## config.mk

```make
export PLATFORM = sky130hd
export DESIGN_NAME = dcache_ctrl
export DESIGN_NICKNAME = d
export VERILOG_FILES = /design/src/dcache_pkg.sv /design/src/dcache_ctrl.sv
export SDC_FILE = /design/constraint.sdc
export NUM_CORES = 1
export LEC_CHECK = 0
export ABC_CLOCK_PERIOD_IN_PS = 8100
export BUFFER_PORTS_ARGS = -buffer_cell sky130_fd_sc_hd__buf_2
export CORE_AREA = 3 3 167 169
export CTS_BUF_LIST = sky130_fd_sc_hd__clkbuf_4 sky130_fd_sc_hd__clkbuf_8
export DETAILED_ROUTE_END_ITERATION = 10
export DIE_AREA = 0 0 170 172
export PLACE_DENSITY = 0.45
export SLEW_MARGIN = 20
export SYNTH_ARGS = -nofsm -noshare
export SYNTH_HDL_FRONTEND = slang
export SYNTH_SLANG_ARGS = --single-unit
```

## constraint.sdc

```tcl
create_clock -name clock -period 8.1 [get_ports clock]
set_input_delay 1.215 -clock clock [delete_from_list [all_inputs] [get_ports clock]]
set_output_delay 1.215 -clock clock [all_outputs]
set_load 0.02 [all_outputs]
```

## src/dcache_pkg.sv

```systemverilog
package dcache_pkg;

    localparam int addr_w     = 32;
    localparam int line_bytes = 8;
    localparam int n_lines    = 32;
    localparam int n_mshr     = 4;
    localparam int mem_tag_w  = 4;
    localparam int word_w     = 32;
    localparam int offset_w   = $clog2(line_bytes);       // byte within a line
    localparam int index_w    = $clog2(n_lines);
    localparam int tag_w      = addr_w - index_w - offset_w;

    typedef logic [addr_w-1:0]       addr_t;
    typedef logic [line_bytes*8-1:0] line_t;
    typedef logic [word_w-1:0]       word_t;
    typedef logic [tag_w-1:0]        cache_tag_t;
    typedef logic [index_w-1:0]      line_index_t;
    typedef logic [mem_tag_w-1:0]    mem_tag_t;         // zero means no tag
    typedef logic [n_mshr-1:0]       mshr_mask_t;

    typedef enum logic [1:0] {mem_read = 2'd0, mem_write = 2'd1} mem_op_t;
    typedef enum logic [1:0] {size_byte = 2'd0, size_half = 2'd1, size_word = 2'd2} mem_size_t;
    typedef enum logic [1:0] {bus_none = 2'd0, bus_load = 2'd1, bus_store = 2'd2} bus_command_t;
    typedef enum logic [1:0] {st_ready, st_wait_mshr, st_wait_fill} dc_state_t;

    typedef struct packed {
        logic valid; mem_op_t op; mem_size_t size; addr_t addr; word_t write_data;
    } dcache_request_t;

    typedef struct packed {logic valid; word_t read_data;} dcache_response_t;

    typedef struct packed {bus_command_t command; addr_t addr; line_t data;} mem_command_t;

    typedef struct packed {mem_tag_t accept_tag; line_t data; mem_tag_t tag;} mem_reply_t;

    // one request for a free mshr slot, addr is line aligned
    typedef struct packed {logic valid; mem_op_t op; addr_t addr; line_t data;} mshr_alloc_t;

    typedef struct packed {
        logic valid; logic issued; mem_op_t op; addr_t addr; line_t data;
    } mshr_status_t;

    typedef struct packed {logic valid; addr_t addr; line_t data;} mshr_fill_t;

endpackage

```

## src/dcache_ctrl.sv

```systemverilog
`timescale 1ns/1ps

module dcache_ctrl (
    input  logic                         clock,
    input  logic                         reset,
    input  dcache_pkg::dcache_request_t  request,
    input  logic                         hit,
    input  dcache_pkg::line_t            line,
    input  logic                         mshr_room,
    input  dcache_pkg::mshr_fill_t       fill,
    output dcache_pkg::dcache_request_t  access,
    output dcache_pkg::mshr_alloc_t      miss_alloc,
    output dcache_pkg::dcache_response_t response,
    output logic                         stall
);

    dcache_pkg::dc_state_t       state, state_next;
    dcache_pkg::dcache_request_t held;       // the request that missed
    logic                        miss;
    logic                        resp_valid;

    // zero-extended load data, little-endian in the line
    function automatic dcache_pkg::word_t extract(
        input dcache_pkg::line_t           l,
        input dcache_pkg::dcache_request_t req
    );
        logic [dcache_pkg::offset_w-1:0] off;
        off = req.addr[dcache_pkg::offset_w-1:0];
        case (req.size)
            dcache_pkg::size_byte: return {24'b0, l[{off, 3'b000} +: 8]};
            dcache_pkg::size_half: return {16'b0, l[{off[2:1], 4'b0000} +: 16]};
            default:               return l[{off[2], 5'b00000} +: 32];
        endcase
    endfunction

    assign access = (state == dcache_pkg::st_ready) ? request : held;
    assign miss   = request.valid && !hit;
    assign stall  = (state != dcache_pkg::st_ready);

    always_comb begin
        state_next = state;
        case (state)
            dcache_pkg::st_ready:
                if (miss) state_next = mshr_room ? dcache_pkg::st_wait_fill : dcache_pkg::st_wait_mshr;
            dcache_pkg::st_wait_mshr:
                if (mshr_room) state_next = dcache_pkg::st_wait_fill;
            dcache_pkg::st_wait_fill:
                if (fill.valid) state_next = dcache_pkg::st_ready;
            default: state_next = dcache_pkg::st_ready;
        endcase
    end

    // the line read goes out on the edge into wait_fill
    always_comb begin
        miss_alloc       = '0;
        miss_alloc.valid = (state_next == dcache_pkg::st_wait_fill) && (state != dcache_pkg::st_wait_fill);
        miss_alloc.op    = dcache_pkg::mem_read;
        miss_alloc.addr  = {access.addr[dcache_pkg::addr_w-1:dcache_pkg::offset_w],
                            {dcache_pkg::offset_w{1'b0}}};
    end

    assign resp_valid = (state == dcache_pkg::st_ready && request.valid && hit)
                     || (state == dcache_pkg::st_wait_fill && fill.valid);

    always_ff @(posedge clock) begin
        if (reset) begin
            state    <= dcache_pkg::st_ready;
            response <= '0;
        end else begin
            state              <= state_next;
            response.valid     <= resp_valid;
            response.read_data <= extract(line, access);
        end
    end

    always_ff @(posedge clock) begin
        if (state == dcache_pkg::st_ready && miss) held <= request;   // pipeline may move on
    end

    // only the miss read produces a fill, and it is issued after leaving ready
    no_fill_in_ready: assert property (@(posedge clock) disable iff (reset)
        state == dcache_pkg::st_ready |-> !fill.valid)
        else $error("dcache_ctrl: fill arrived while ready");

endmodule

```

Word-level counts from Yosys, hierarchy flattened:

Cells that the tools add are included.

* output and inout bits: 202
* word-level logic and storage cells: 34
* flip-flop bits (word level): 104
* input bits: 234

* shift-type cells: 3
* multiplexer cells: 7
* reduce and logical (&&, ||, !) cells: 11
* eq/ne operators: 5

Operators with widths (number)
* 69-bit two-way mux: 1
* 32-bit one-hot mux with 2 select lines: 1
* 64-bit by 7-bit indexed part select with 16-bit output: 1
* 64-bit by 7-bit indexed part select with 32-bit output: 1
* 64-bit by 7-bit indexed part select with 8-bit output: 1
* 2-bit two-way mux: 4
* 1-bit logical AND: 6
* 2-bit one-hot mux with 3 select lines: 1
* 2-bit by 1-bit equality test with 1-bit output, second input constant: 2
* 2-bit equality test, second input constant: 2
* 2-bit zero test: 2
* 2-bit inequality test, second input constant: 1
* 2-bit nonzero test: 1
* 1-bit zero test: 1
* 1-bit logical OR: 1

Logic depth before layout (Yosys ltp):

Gate-level depths: netlist (run 1).

* word-level depth: 6
* gate-level depth with buffers: 9
* mapped depth without buffers: 7

Worst setup path after synthesis (run 1):

Ideal clock, no wire load.

* kind: register to register
* from: register state[1]
* to: register held[0] (netlist name) (enable)
* clock period less this slack: 3.440 ns
* stages on the path, launching flop included: 6
* arrival time: 3.005 ns
* path slack: 4.660 ns
* required time: 7.665 ns
* library setup time: 0.435 ns
* buffers on the path: 3
* path through: dfxtp_1 -> buf_6 -> nor2_8 -> clkbuf_1 -> clkbuf_1 -> and3_1

* word-level cells in the longest chain between the ends: 2

RTL lines
* start, declared: line dcache_ctrl.sv:17 `dcache_pkg::dc_state_t state, state_next;`
* start signal, assigned: line dcache_ctrl.sv:67 `state <= dcache_pkg::st_ready;`
* start signal, assigned: line dcache_ctrl.sv:70 `state <= state_next;`
* 2-bit zero test: line dcache_ctrl.sv:77 `if (state == dcache_pkg::st_ready && miss) held <= request;`
* 1-bit logical AND: line dcache_ctrl.sv:77
* end signal, assigned: line dcache_ctrl.sv:77
* end, declared: line dcache_ctrl.sv:18 `dcache_pkg::dcache_request_t held;`

Every way passes these cells.
A chain may end at the register's enable or synchronous reset.

==> results by group, run 1 <==
Die
  – Row count: 60
  – Starting Density: 0.213
  – Height of the die: about 170 um
  – Die width: approximately 170 um
  – Die area: approximately 29000 um2
  – I/O pin count: 436
  – CORE AREA: ~27000 um2

Clock tree
  – Post_cts resized: 0
  – Clk sink count: approximately 100
  – Post-CTS setup buffers: 0
  – Hold Buf Count CTS: 0
  – Inserted Clock Buffers: 9
  – CTS clk-pin slew, worst paths: ~120 ps
  – CTS tree: built
  – Later-pin clock latency in the skew report: between 300 and 400 ps
  – Clock Path Buffers: 2
  – H-tree depth: 3
  – CTS root buf: clkbuf_8

Route
  – Met3 wire len: roughly 1800 um
  – Detailed Routing Iterations Pass 1: 4
  – Routed wire length per instance: between 15 and 20 um
  – Top layer in use: met5
  – Vias: around 4200
  – Via-to-Cell Ratio: slightly above 4
  – Remaining DRCs: 0
  – Routed length on met1: around 7300 um
  – Final ANT Viol Nets: 0
  – Met2 wire length: ~7600 um
  – Drt initial violations: roughly 230
  – Routed WL: 17000 um

Setup path
  – Slowest CP cell: buf_4
  – Crit end category: primary output
  – Largest stage delay on the critical path: slightly above 700 ps
  – Crit-path max FO: between 60 and 70
  – Worst r2r path cells: 9
  – Critical path type: register to primary output
  – Crit path top cell by count: buf_4
  – Worst endpoint required time: 6880 ps
  – R2R Path Start: state[1]
  – R2r endpoint: response[6]
  – Worst path cell trace: nor2_8 -> buf_4 -> mux2i_4 -> buf_4 -> inv_2 -> buf_2
  – Crit start category: register
  – Arr. time, crit path: 2660 ps
  – Reg2Reg Setup Slack: 4810 ps

Logic synthesis
  – Post-synthesis sequential area ratio: 0.486
  – Syn. warnings: 0
  – Mux share of post-synthesis cell area: 0.238
  – Yosys top cell by area: edfxtp_1
  – Post-synthesis simple-gate area fraction: 0.0564
  – Combinational family with the most area after synthesis: multiplexers
  – Syn_area_per_cell: ~12 um2
  – Top post-synthesis cells by area: edfxtp_1, mux2_2, buf_4, dfxtp_1, mux2i_1
  – Primary FF master, synth: edfxtp_1
  – Synth Area in Compound Gates: 0.0643
  – Asr flop ratio synth: 0
  – Adder-cell area share of the yosys netlist: 0
  – Mapped Area: between 5000 and 6000 um2
  – Post-synth EDFFs: a little under 70
  – Xor-xnor portion of the synthesized cell area: 0
  – Synth top area share: 0.363
  – Yosys reg bits: 104
  – Cells after Synth: 474
  – Synth cell types: 46

Final layout
  – Share of cells above drive strength 1: 0.546
  – Design Area, Final: 7140 um2
  – Most frequent cells in the layout: buf_2, mux2_2, conb_1, edfxtp_1, nand2_1
  – NumNets Final: between 900 and 1000
  – Commonest non-fill, non-tap cell in the layout: buf_2
  – Fillers: 2894
  – Area grow syn2layout: 25.3%

Job
  – # Max-Cap Violations: 0

Global route
  – Pin count of the biggest net entering global routing: 70
  – Initial antenna violation count: 2
  – Total GRT Usage: 0.108
  – Global-route wire length before repair: roughly 24000 um
  – Residual overflow from global routing: 0
  – Vias in the first global route: 3904

Placed design
  – Area post-placement: roughly 6900 um2
  – GP Congestion: roughly 0.7
  – Pre-CTS WS: ~4500 ps
  – HPWL after detailed placement: approximately 13000 um
  – IO Port Bufs: 270

STA
  – Final Critical Period: a little under 4000 ps
  – Slew HR: 0.358
  – Final setup violating endpoints: 0
  – Clk_skew: a little over 10 ps
  – Final hold vios: 0
  – Max Freq: 258 MHz
  – Max Slew Vio Count: 0
  – Fin Setup TNS: 0 ps
  – Final worst path period share: 0.478
  – Measured slew at the worst slew-check pin: just under 1000 ps
  – Smallest setup slack after layout: ~4200 ps
  – RSZ-0062 raised after global routing: false

Run status
  – Outcome: finished clean

Power
  – PwrDens: 189 nW/um2
  – Max VDD drop: between 60 and 70 uV
  – Leak Pwr: between 0.003 and 0.004 uW
  – Total power: roughly 1300 uW

Hold path
  – WHS Path Cells: 1
  – HP Start: state[0]
  – Hold Crit Class: register to register
  – Hold Path Sink: response[32]
-- logic make-up (layout without fill, tap and decap cells) --
logic type	count (synthesis)	after routing
buffers and inverters	125	295
multiplexers	119	119
flip-flops	104	104
AND/OR/NAND/NOR	72	72
AO/OA/AOI/OAI	53	53
other	1	70
-- worst max-delay path: cells and delay by family, from the launching register on --
kind	cells	cell delay (ps)
buffers and inverters	4	1270
DFF	1	450
muxes	1	340
and+or+nand+nor	1	180
-- layer usage --
layer  global-route usage  vias up
met4               0.0282        2
met2                0.178      285
met5                    0        -
met1                0.134     1923
li1                     -     2010
met3               0.0400       19
-- state kept, by name, summed over array words and instances (netlist names) --
signal	count
held	69
response	33
state	2
-- power by group --
group	internal (uW)	leakage (uW)	switching (uW)
clock network	152	0.000110	219
registers	599	0.000932	8.42
logic	136	0.00219	233
-- metrics by stage --
step	hold WS, ps	std cells	utilization
floorplan	536	542	-
global placement	654	1037	0.259
detailed placement	652	1037	0.259
CTS	681	1053	0.267
global route	724	1053	0.267
finish	677	1054	0.267
-- cell usage after synthesis (all sizes together), types with 2 or more instances --
cell type / count
buf: 107
mux2: 82
edfxtp: 69
nand2: 45
dfxtp: 35
mux2i: 34
a21oi: 20
nor2: 16
clkbuf: 13
a221oi: 5
a31o: 5
inv: 5
o22ai: 5
a21o: 4
o22a: 4
mux4: 3
a211oi: 2
nand2b: 2
-- cell type report --
class | count | area (um2) | area share
diodes | 1 | 2.50 | 0.000350
clock buffers | 9 | 124 | 0.0173
clock inverters | 7 | 92.6 | 0.0130
inverters | 5 | 31.3 | 0.00438
multi-input cells | 313 | 2310 | 0.324
flip-flops and latches | 104 | 2770 | 0.388
well taps | 341 | 427 | 0.0597
repair buffers | 274 | 1380 | 0.193
-- how the worst max path moves through the flow --
stage                     slack, ps        start    endpoint
after global placement         4480  request[33]  access[33]
after global routing           4020     state[1]  access[34]
after detailed placement       4490  request[33]  access[33]
after floorplan                4660     state[1]     held[0]
after CTS                      4100     state[1]  access[34]
final                          4230     state[1]  access[34]
No activity file was read; power rests on OpenSTA's default activity.
==> inputs of run 2 (changes only) <==
Settings changed: ABC_CLOCK_PERIOD_IN_PS 8100 to 3680, CORE_AREA 3 3 167 169 to 3 3 171 173, DIE_AREA 0 0 170 172 to 0 0 174 176, PLACE_DENSITY 0.45 to 0.44.
Clock period 8.1 ns to 3.68 ns, I/O delays scaled along.
==> run 2 against run 1 <==
Compared with the run above: worst hold slack worse by 340 ps; sequential power up 120%; setup slack worse by 3600 ps; clock power up 120%; final cell count up 4.0%; first-iteration DRC count down 22%; core utilization down 0.66 points; largest power group unchanged.
==> results by group, run 2 (synthesis results as in run 1) <==
Clock tree
  – Later-pin clock latency in the skew report: roughly 390 ps
  – Post-CTS setup buffers: 0
  – Hold Buf Count CTS: 0
  – H-tree depth: 3
  – Post_cts resized: 0
  – CTS clk-pin slew, worst paths: roughly 130 ps
  – Clk sink count: between 100 and 150
  – CTS tree: built
  – CTS root buf: clkbuf_8
  – Inserted Clock Buffers: 9
  – Clock Path Buffers: 2

STA
  – Final hold vios: 0
  – Slew HR: 0.370
  – Fin Setup TNS: 0 ps
  – Final worst path period share: 0.832
  – Final Critical Period: approximately 3100 ps
  – RSZ-0062 raised after global routing: false
  – Measured slew at the worst slew-check pin: around 940 ps
  – Max Freq: approximately 330 MHz
  – Clk_skew: around 15 ps
  – Hold slack: 340 ps
  – Max Slew Vio Count: 0
  – Final setup violating endpoints: 0

Power
  – PwrDens: between 400 and 500 nW/um2
  – Total power: 2970 uW
  – Max VDD drop: 134 uV
  – Leak Pwr: 0.00326 uW

Run status
  – Outcome: finished clean

Route
  – Detailed Routing Iterations Pass 1: 4
  – Routed WL: 17600 um
  – Remaining DRCs: 0
  – Via-to-Cell Ratio: between 3 and 4
  – Drt initial violations: 176
  – Vias: about 4300
  – Routed wire length per instance: 16.0 um
  – Final ANT Viol Nets: 0

Die
  – Row count: a little over 60
  – Starting Density: 0.205
  – Die area: approximately 31000 um2
  – Die width: 174 um
  – CORE AREA: ~28000 um2
  – Height of the die: 176 um
  – I/O pin count: around 440

Final layout
  – Most frequent cells in the layout: buf_2, mux2_2, conb_1, edfxtp_1, nand2_1
  – Commonest non-fill, non-tap cell in the layout: buf_2
  – Share of cells above drive strength 1: 0.548
  – Top reg by flops: held
  – Non-filler instance count after layout: roughly 1100
  – Max FFs per register: just under 70
  – NumNets Final: approximately 950
  – Area grow syn2layout: 27.0%
  – Top flop regs: held x69, response x33, state x2

Placed design
  – Inst Count DP: 1079
  – IO Port Bufs: 270
  – HPWL after detailed placement: between 10000 and 15000 um
  – GP Congestion: ~0.72

Setup path
  – Worst r2r path cells: 4
  – Reg2Reg Setup Slack: 930 ps
  – Arr. time, crit path: 2510 ps
  – Worst endpoint required time: about 3100 ps
  – Crit end category: primary output
  – Critical path type: register to primary output
  – Crit start category: register
  – Crit-path max FO: 55
  – R2r endpoint: held[51]
  – R2R Path Start: state[1]

Hold path
  – Hold Crit Class: input port to register
  – Hold Path Sink: held[67]
  – HP Start: request[67]
  – WHS Path Cells: 1

Global route
  – Initial antenna violation count: 2
  – Global-route wire length before repair: between 20000 and 30000 um
  – Pin count of the biggest net entering global routing: 56
  – Total GRT Usage: 0.109
  – Residual overflow from global routing: 0
  – Vias in the first global route: about 4200

Job
  – # Max-Cap Violations: 0
==> run 2: worst max path at each step <==
stage / startpoint / end / slack (ps)
4_1_cts: state[1] / miss_alloc[79] / 510
6_report: state[1] / access[56] / 620
5_1_grt: state[1] / access[56] / 440
2_1_floorplan: state[1] / held[0] / 240
3_3_place_gp: state[1] / held[51] / 830
3_5_place_dp: state[1] / held[46] / 870
==> run 2: cell type report <==
cell class | count | area (um2)
fillers | 3033 | 20500
flip-flops and latches | 104 | 2770
multi-input cells | 313 | 2310
repair buffers | 279 | 1430
well taps | 378 | 473
clock buffers | 9 | 124
clock inverters | 7 | 97.6
inverters | 5 | 31.3
diodes | 1 | 2.50
==> run 2: critical path, cell delays in order (launching register included) <==
cell and delay [ps]:
dfxtp_1 440, nor2_8 370, buf_4 660, mux2_2 450
buf_2 170
==> run 2: where the power goes <==
| part | total [uW] | internal, uW | switching (uW) |
|---|---|---|---|
| Combinational | 822 | 305 | 517 |
| Sequential | 1330 | 1320 | 18.3 |
| Clock | 811 | 336 | 475 |
| Total | 2970 | 1960 | 1010 |
==> run 2: through the flow <==
| step | instance area, um2 | setup WS, ps | util |
|---|---|---|---|
| after CTS | 7240 | 513 | 0.261 |
| after detailed placement | 7020 | 867 | 0.253 |
| after global routing | 7240 | 443 | 0.261 |
| after floorplan | 5960 | 240 | - |
| final | 7240 | 617 | 0.261 |
| after global placement | 7020 | 831 | 0.253 |
==> run 2: per-layer routing <==
metal | global-route usage | vias up | share of wire
li1 | - | 2018 | -
met1 | 0.140 | 1967 | 0.43
met2 | 0.173 | 272 | 0.45
met3 | 0.0415 | 19 | 0.11
met4 | 0.0258 | 4 | 0.011
met5 | 0 | - | 0.0012
==> inputs of run 3 (changes only) <==
Settings changed: ABC_CLOCK_PERIOD_IN_PS 3680 to 3180.
Clock period 3.68 ns to 3.18 ns, I/O delays scaled along.
==> run 3 against run 2 <==
Compared with the run above: via count grew 1.0%; non-clock buffer count rose by 1; sequential power is 16% higher; combinational power rose by 17%; critical path depth did not move; final cell count is the same; clock power rose by 7.8%; final area is the same.
==> results by group, run 3 (synthesis results as in run 1) <==
Run status
  – Outcome: finished clean

STA
  – Final Critical Period: ~2700 ps
  – Slew HR: 0.593
  – Clk_skew: 15.9 ps
  – RSZ-0062 raised after global routing: false
  – Max Freq: between 300 and 400 MHz
  – Max Slew Vio Count: 0
  – Final setup violating endpoints: 0
  – Final worst path period share: 0.857
  – Final hold vios: 0
  – Fin Setup TNS: 0 ps
  – Measured slew at the worst slew-check pin: approximately 610 ps

Final layout
  – Commonest non-fill, non-tap cell in the layout: buf_2
  – Share of cells above drive strength 1: 0.549
  – Max FFs per register: 69
  – Top reg by flops: held
  – NumNets Final: 947
  – Top flop regs: held x69, response x33, state x2
  – Register area: 2770 um2
  – Antenna Cells: 0
  – Multi-input logic area: roughly 2300 um2
  – Most frequent cells in the layout: buf_2, mux2_2, conb_1, edfxtp_1, nand2_1
  – Fillers: just over 3000
  – Area grow syn2layout: 27.0%

Placed design
  – HPWL after detailed placement: 13900 um
  – GP Congestion: between 0.7 and 0.8
  – IO Port Bufs: 270

Route
  – Drt initial violations: 148
  – Via-to-Cell Ratio: about 3.9
  – Routed WL: approximately 18000 um
  – Routed wire length per instance: roughly 17 um
  – Final ANT Viol Nets: 0
  – Remaining DRCs: 0
  – Detailed Routing Iterations Pass 1: 4
  – Vias: 4323

Setup path
  – Worst Path Buf+Inv: 2
  – R2R Path Start: state[1]
  – Crit-path max FO: 42
  – Crit end category: primary output
  – Critical path type: register to primary output
  – Family with the most delay on the worst path: buffers and inverters
  – Worst r2r path cells: 6
  – Arr. time, crit path: between 2000 and 2500 ps
  – Worst endpoint required time: approximately 2700 ps
  – Crit start category: register
  – Reg2Reg Setup Slack: 720 ps
  – Slowest CP cell: buf_4
  – Worst path cell trace: nor2_8 -> buf_4 -> mux2_2 -> buf_2
  – Largest stage delay on the critical path: around 510 ps
  – R2r endpoint: response[5]

Power
  – Logic pwr share: 0.284
  – Clock share of power: 0.259
  – Total power: approximately 3400 uW
  – NetSw: ~1200 uW
  – Leak Pwr: ~0.0033 uW
  – Max VDD drop: about 170 uV
  – Switching share of power: 0.352
  – PwrDens: approximately 470 nW/um2
  – Total internal power: around 2200 uW
  – Seq pwr share: 0.457

Global route
  – Global-route wire length before repair: roughly 27000 um
  – Total GRT Usage: 0.115
  – Pin count of the biggest net entering global routing: 43
  – Vias in the first global route: 4279
  – Initial antenna violation count: 2
  – Residual overflow from global routing: 0

Die
  – Die area: 30600 um2
  – CORE AREA: around 28000 um2
  – Row count: about 60
  – Height of the die: 176 um
  – Starting Density: 0.205
  – I/O pin count: approximately 440
  – Die width: roughly 170 um

Clock tree
  – CTS clk-pin slew, worst paths: approximately 130 ps
  – Clk sink count: 104
  – Later-pin clock latency in the skew report: 390 ps
  – Post_cts resized: 0
  – Post-CTS setup buffers: 0
  – Hold Buf Count CTS: 0
  – Clock Path Buffers: 2
  – CTS root buf: clkbuf_8
  – Inserted Clock Buffers: 9
  – H-tree depth: 3
  – CTS tree: built

Hold path
  – Hold Crit Class: input port to register
  – WHS Path Cells: 1
  – Hold Path Sink: held[67]
  – HP Start: request[67]

Job
  – # Max-Cap Violations: 0
## run 3: cell count changes in the layout (fill, tap and decap cells not counted), sizes merged
cell,delta
buf,+1
inv,+1
clkinv,-1
diode,-1
bufinv,-1
clkinvlp,+1
## run 3: area by class of cell
cell class	instances	area share
multi-input combinational	313	0.319
clock buffer	9	0.0171
sequential	104	0.383
timing repair buffer	280	0.202
tap	378	0.0653
clock inverter	7	0.00933
inverter	5	0.00432
## run 3: power groups by stage
stage	logic, uW	clock network (uW)	registers (uW)
2_1_floorplan	678	0	1620
3_3_place_gp	979	0	1580
3_5_place_dp	977	0	1580
4_1_cts	981	954	1550
5_1_grt	1040	998	1550
6_report	960	874	1540
## run 3: worst max path at each step
stage,cells past startpoint,endpoint,start
2_1_floorplan,5,held[0],state[1]
3_3_place_gp,6,response[5],state[1]
3_5_place_dp,6,response[5],state[1]
4_1_cts,4,access[64],state[1]
5_1_grt,4,access[64],state[1]
6_report,4,access[64],state[1]
## run 3: layer usage
metal	track usage	up-vias	wire (um)	share of wire
met3	0.0402	14	1680	0.092
li1	-	2024	-	-
met2	0.189	259	8490	0.46
met1	0.145	2022	8040	0.44
met4	0.0248	4	145	0.0079
met5	0	-	14	0.00076
## run 3: through the flow
stage	setup slack [ps]	cell area, um2	utilization	cells	hold WS [ps]
floorplan	500	5960	-	542	536
global placement	653	7050	0.254	1080	644
detailed placement	694	7050	0.254	1080	656
CTS	319	7240	0.261	1096	219
global route	270	7240	0.261	1096	215
finish	456	7240	0.261	1096	259
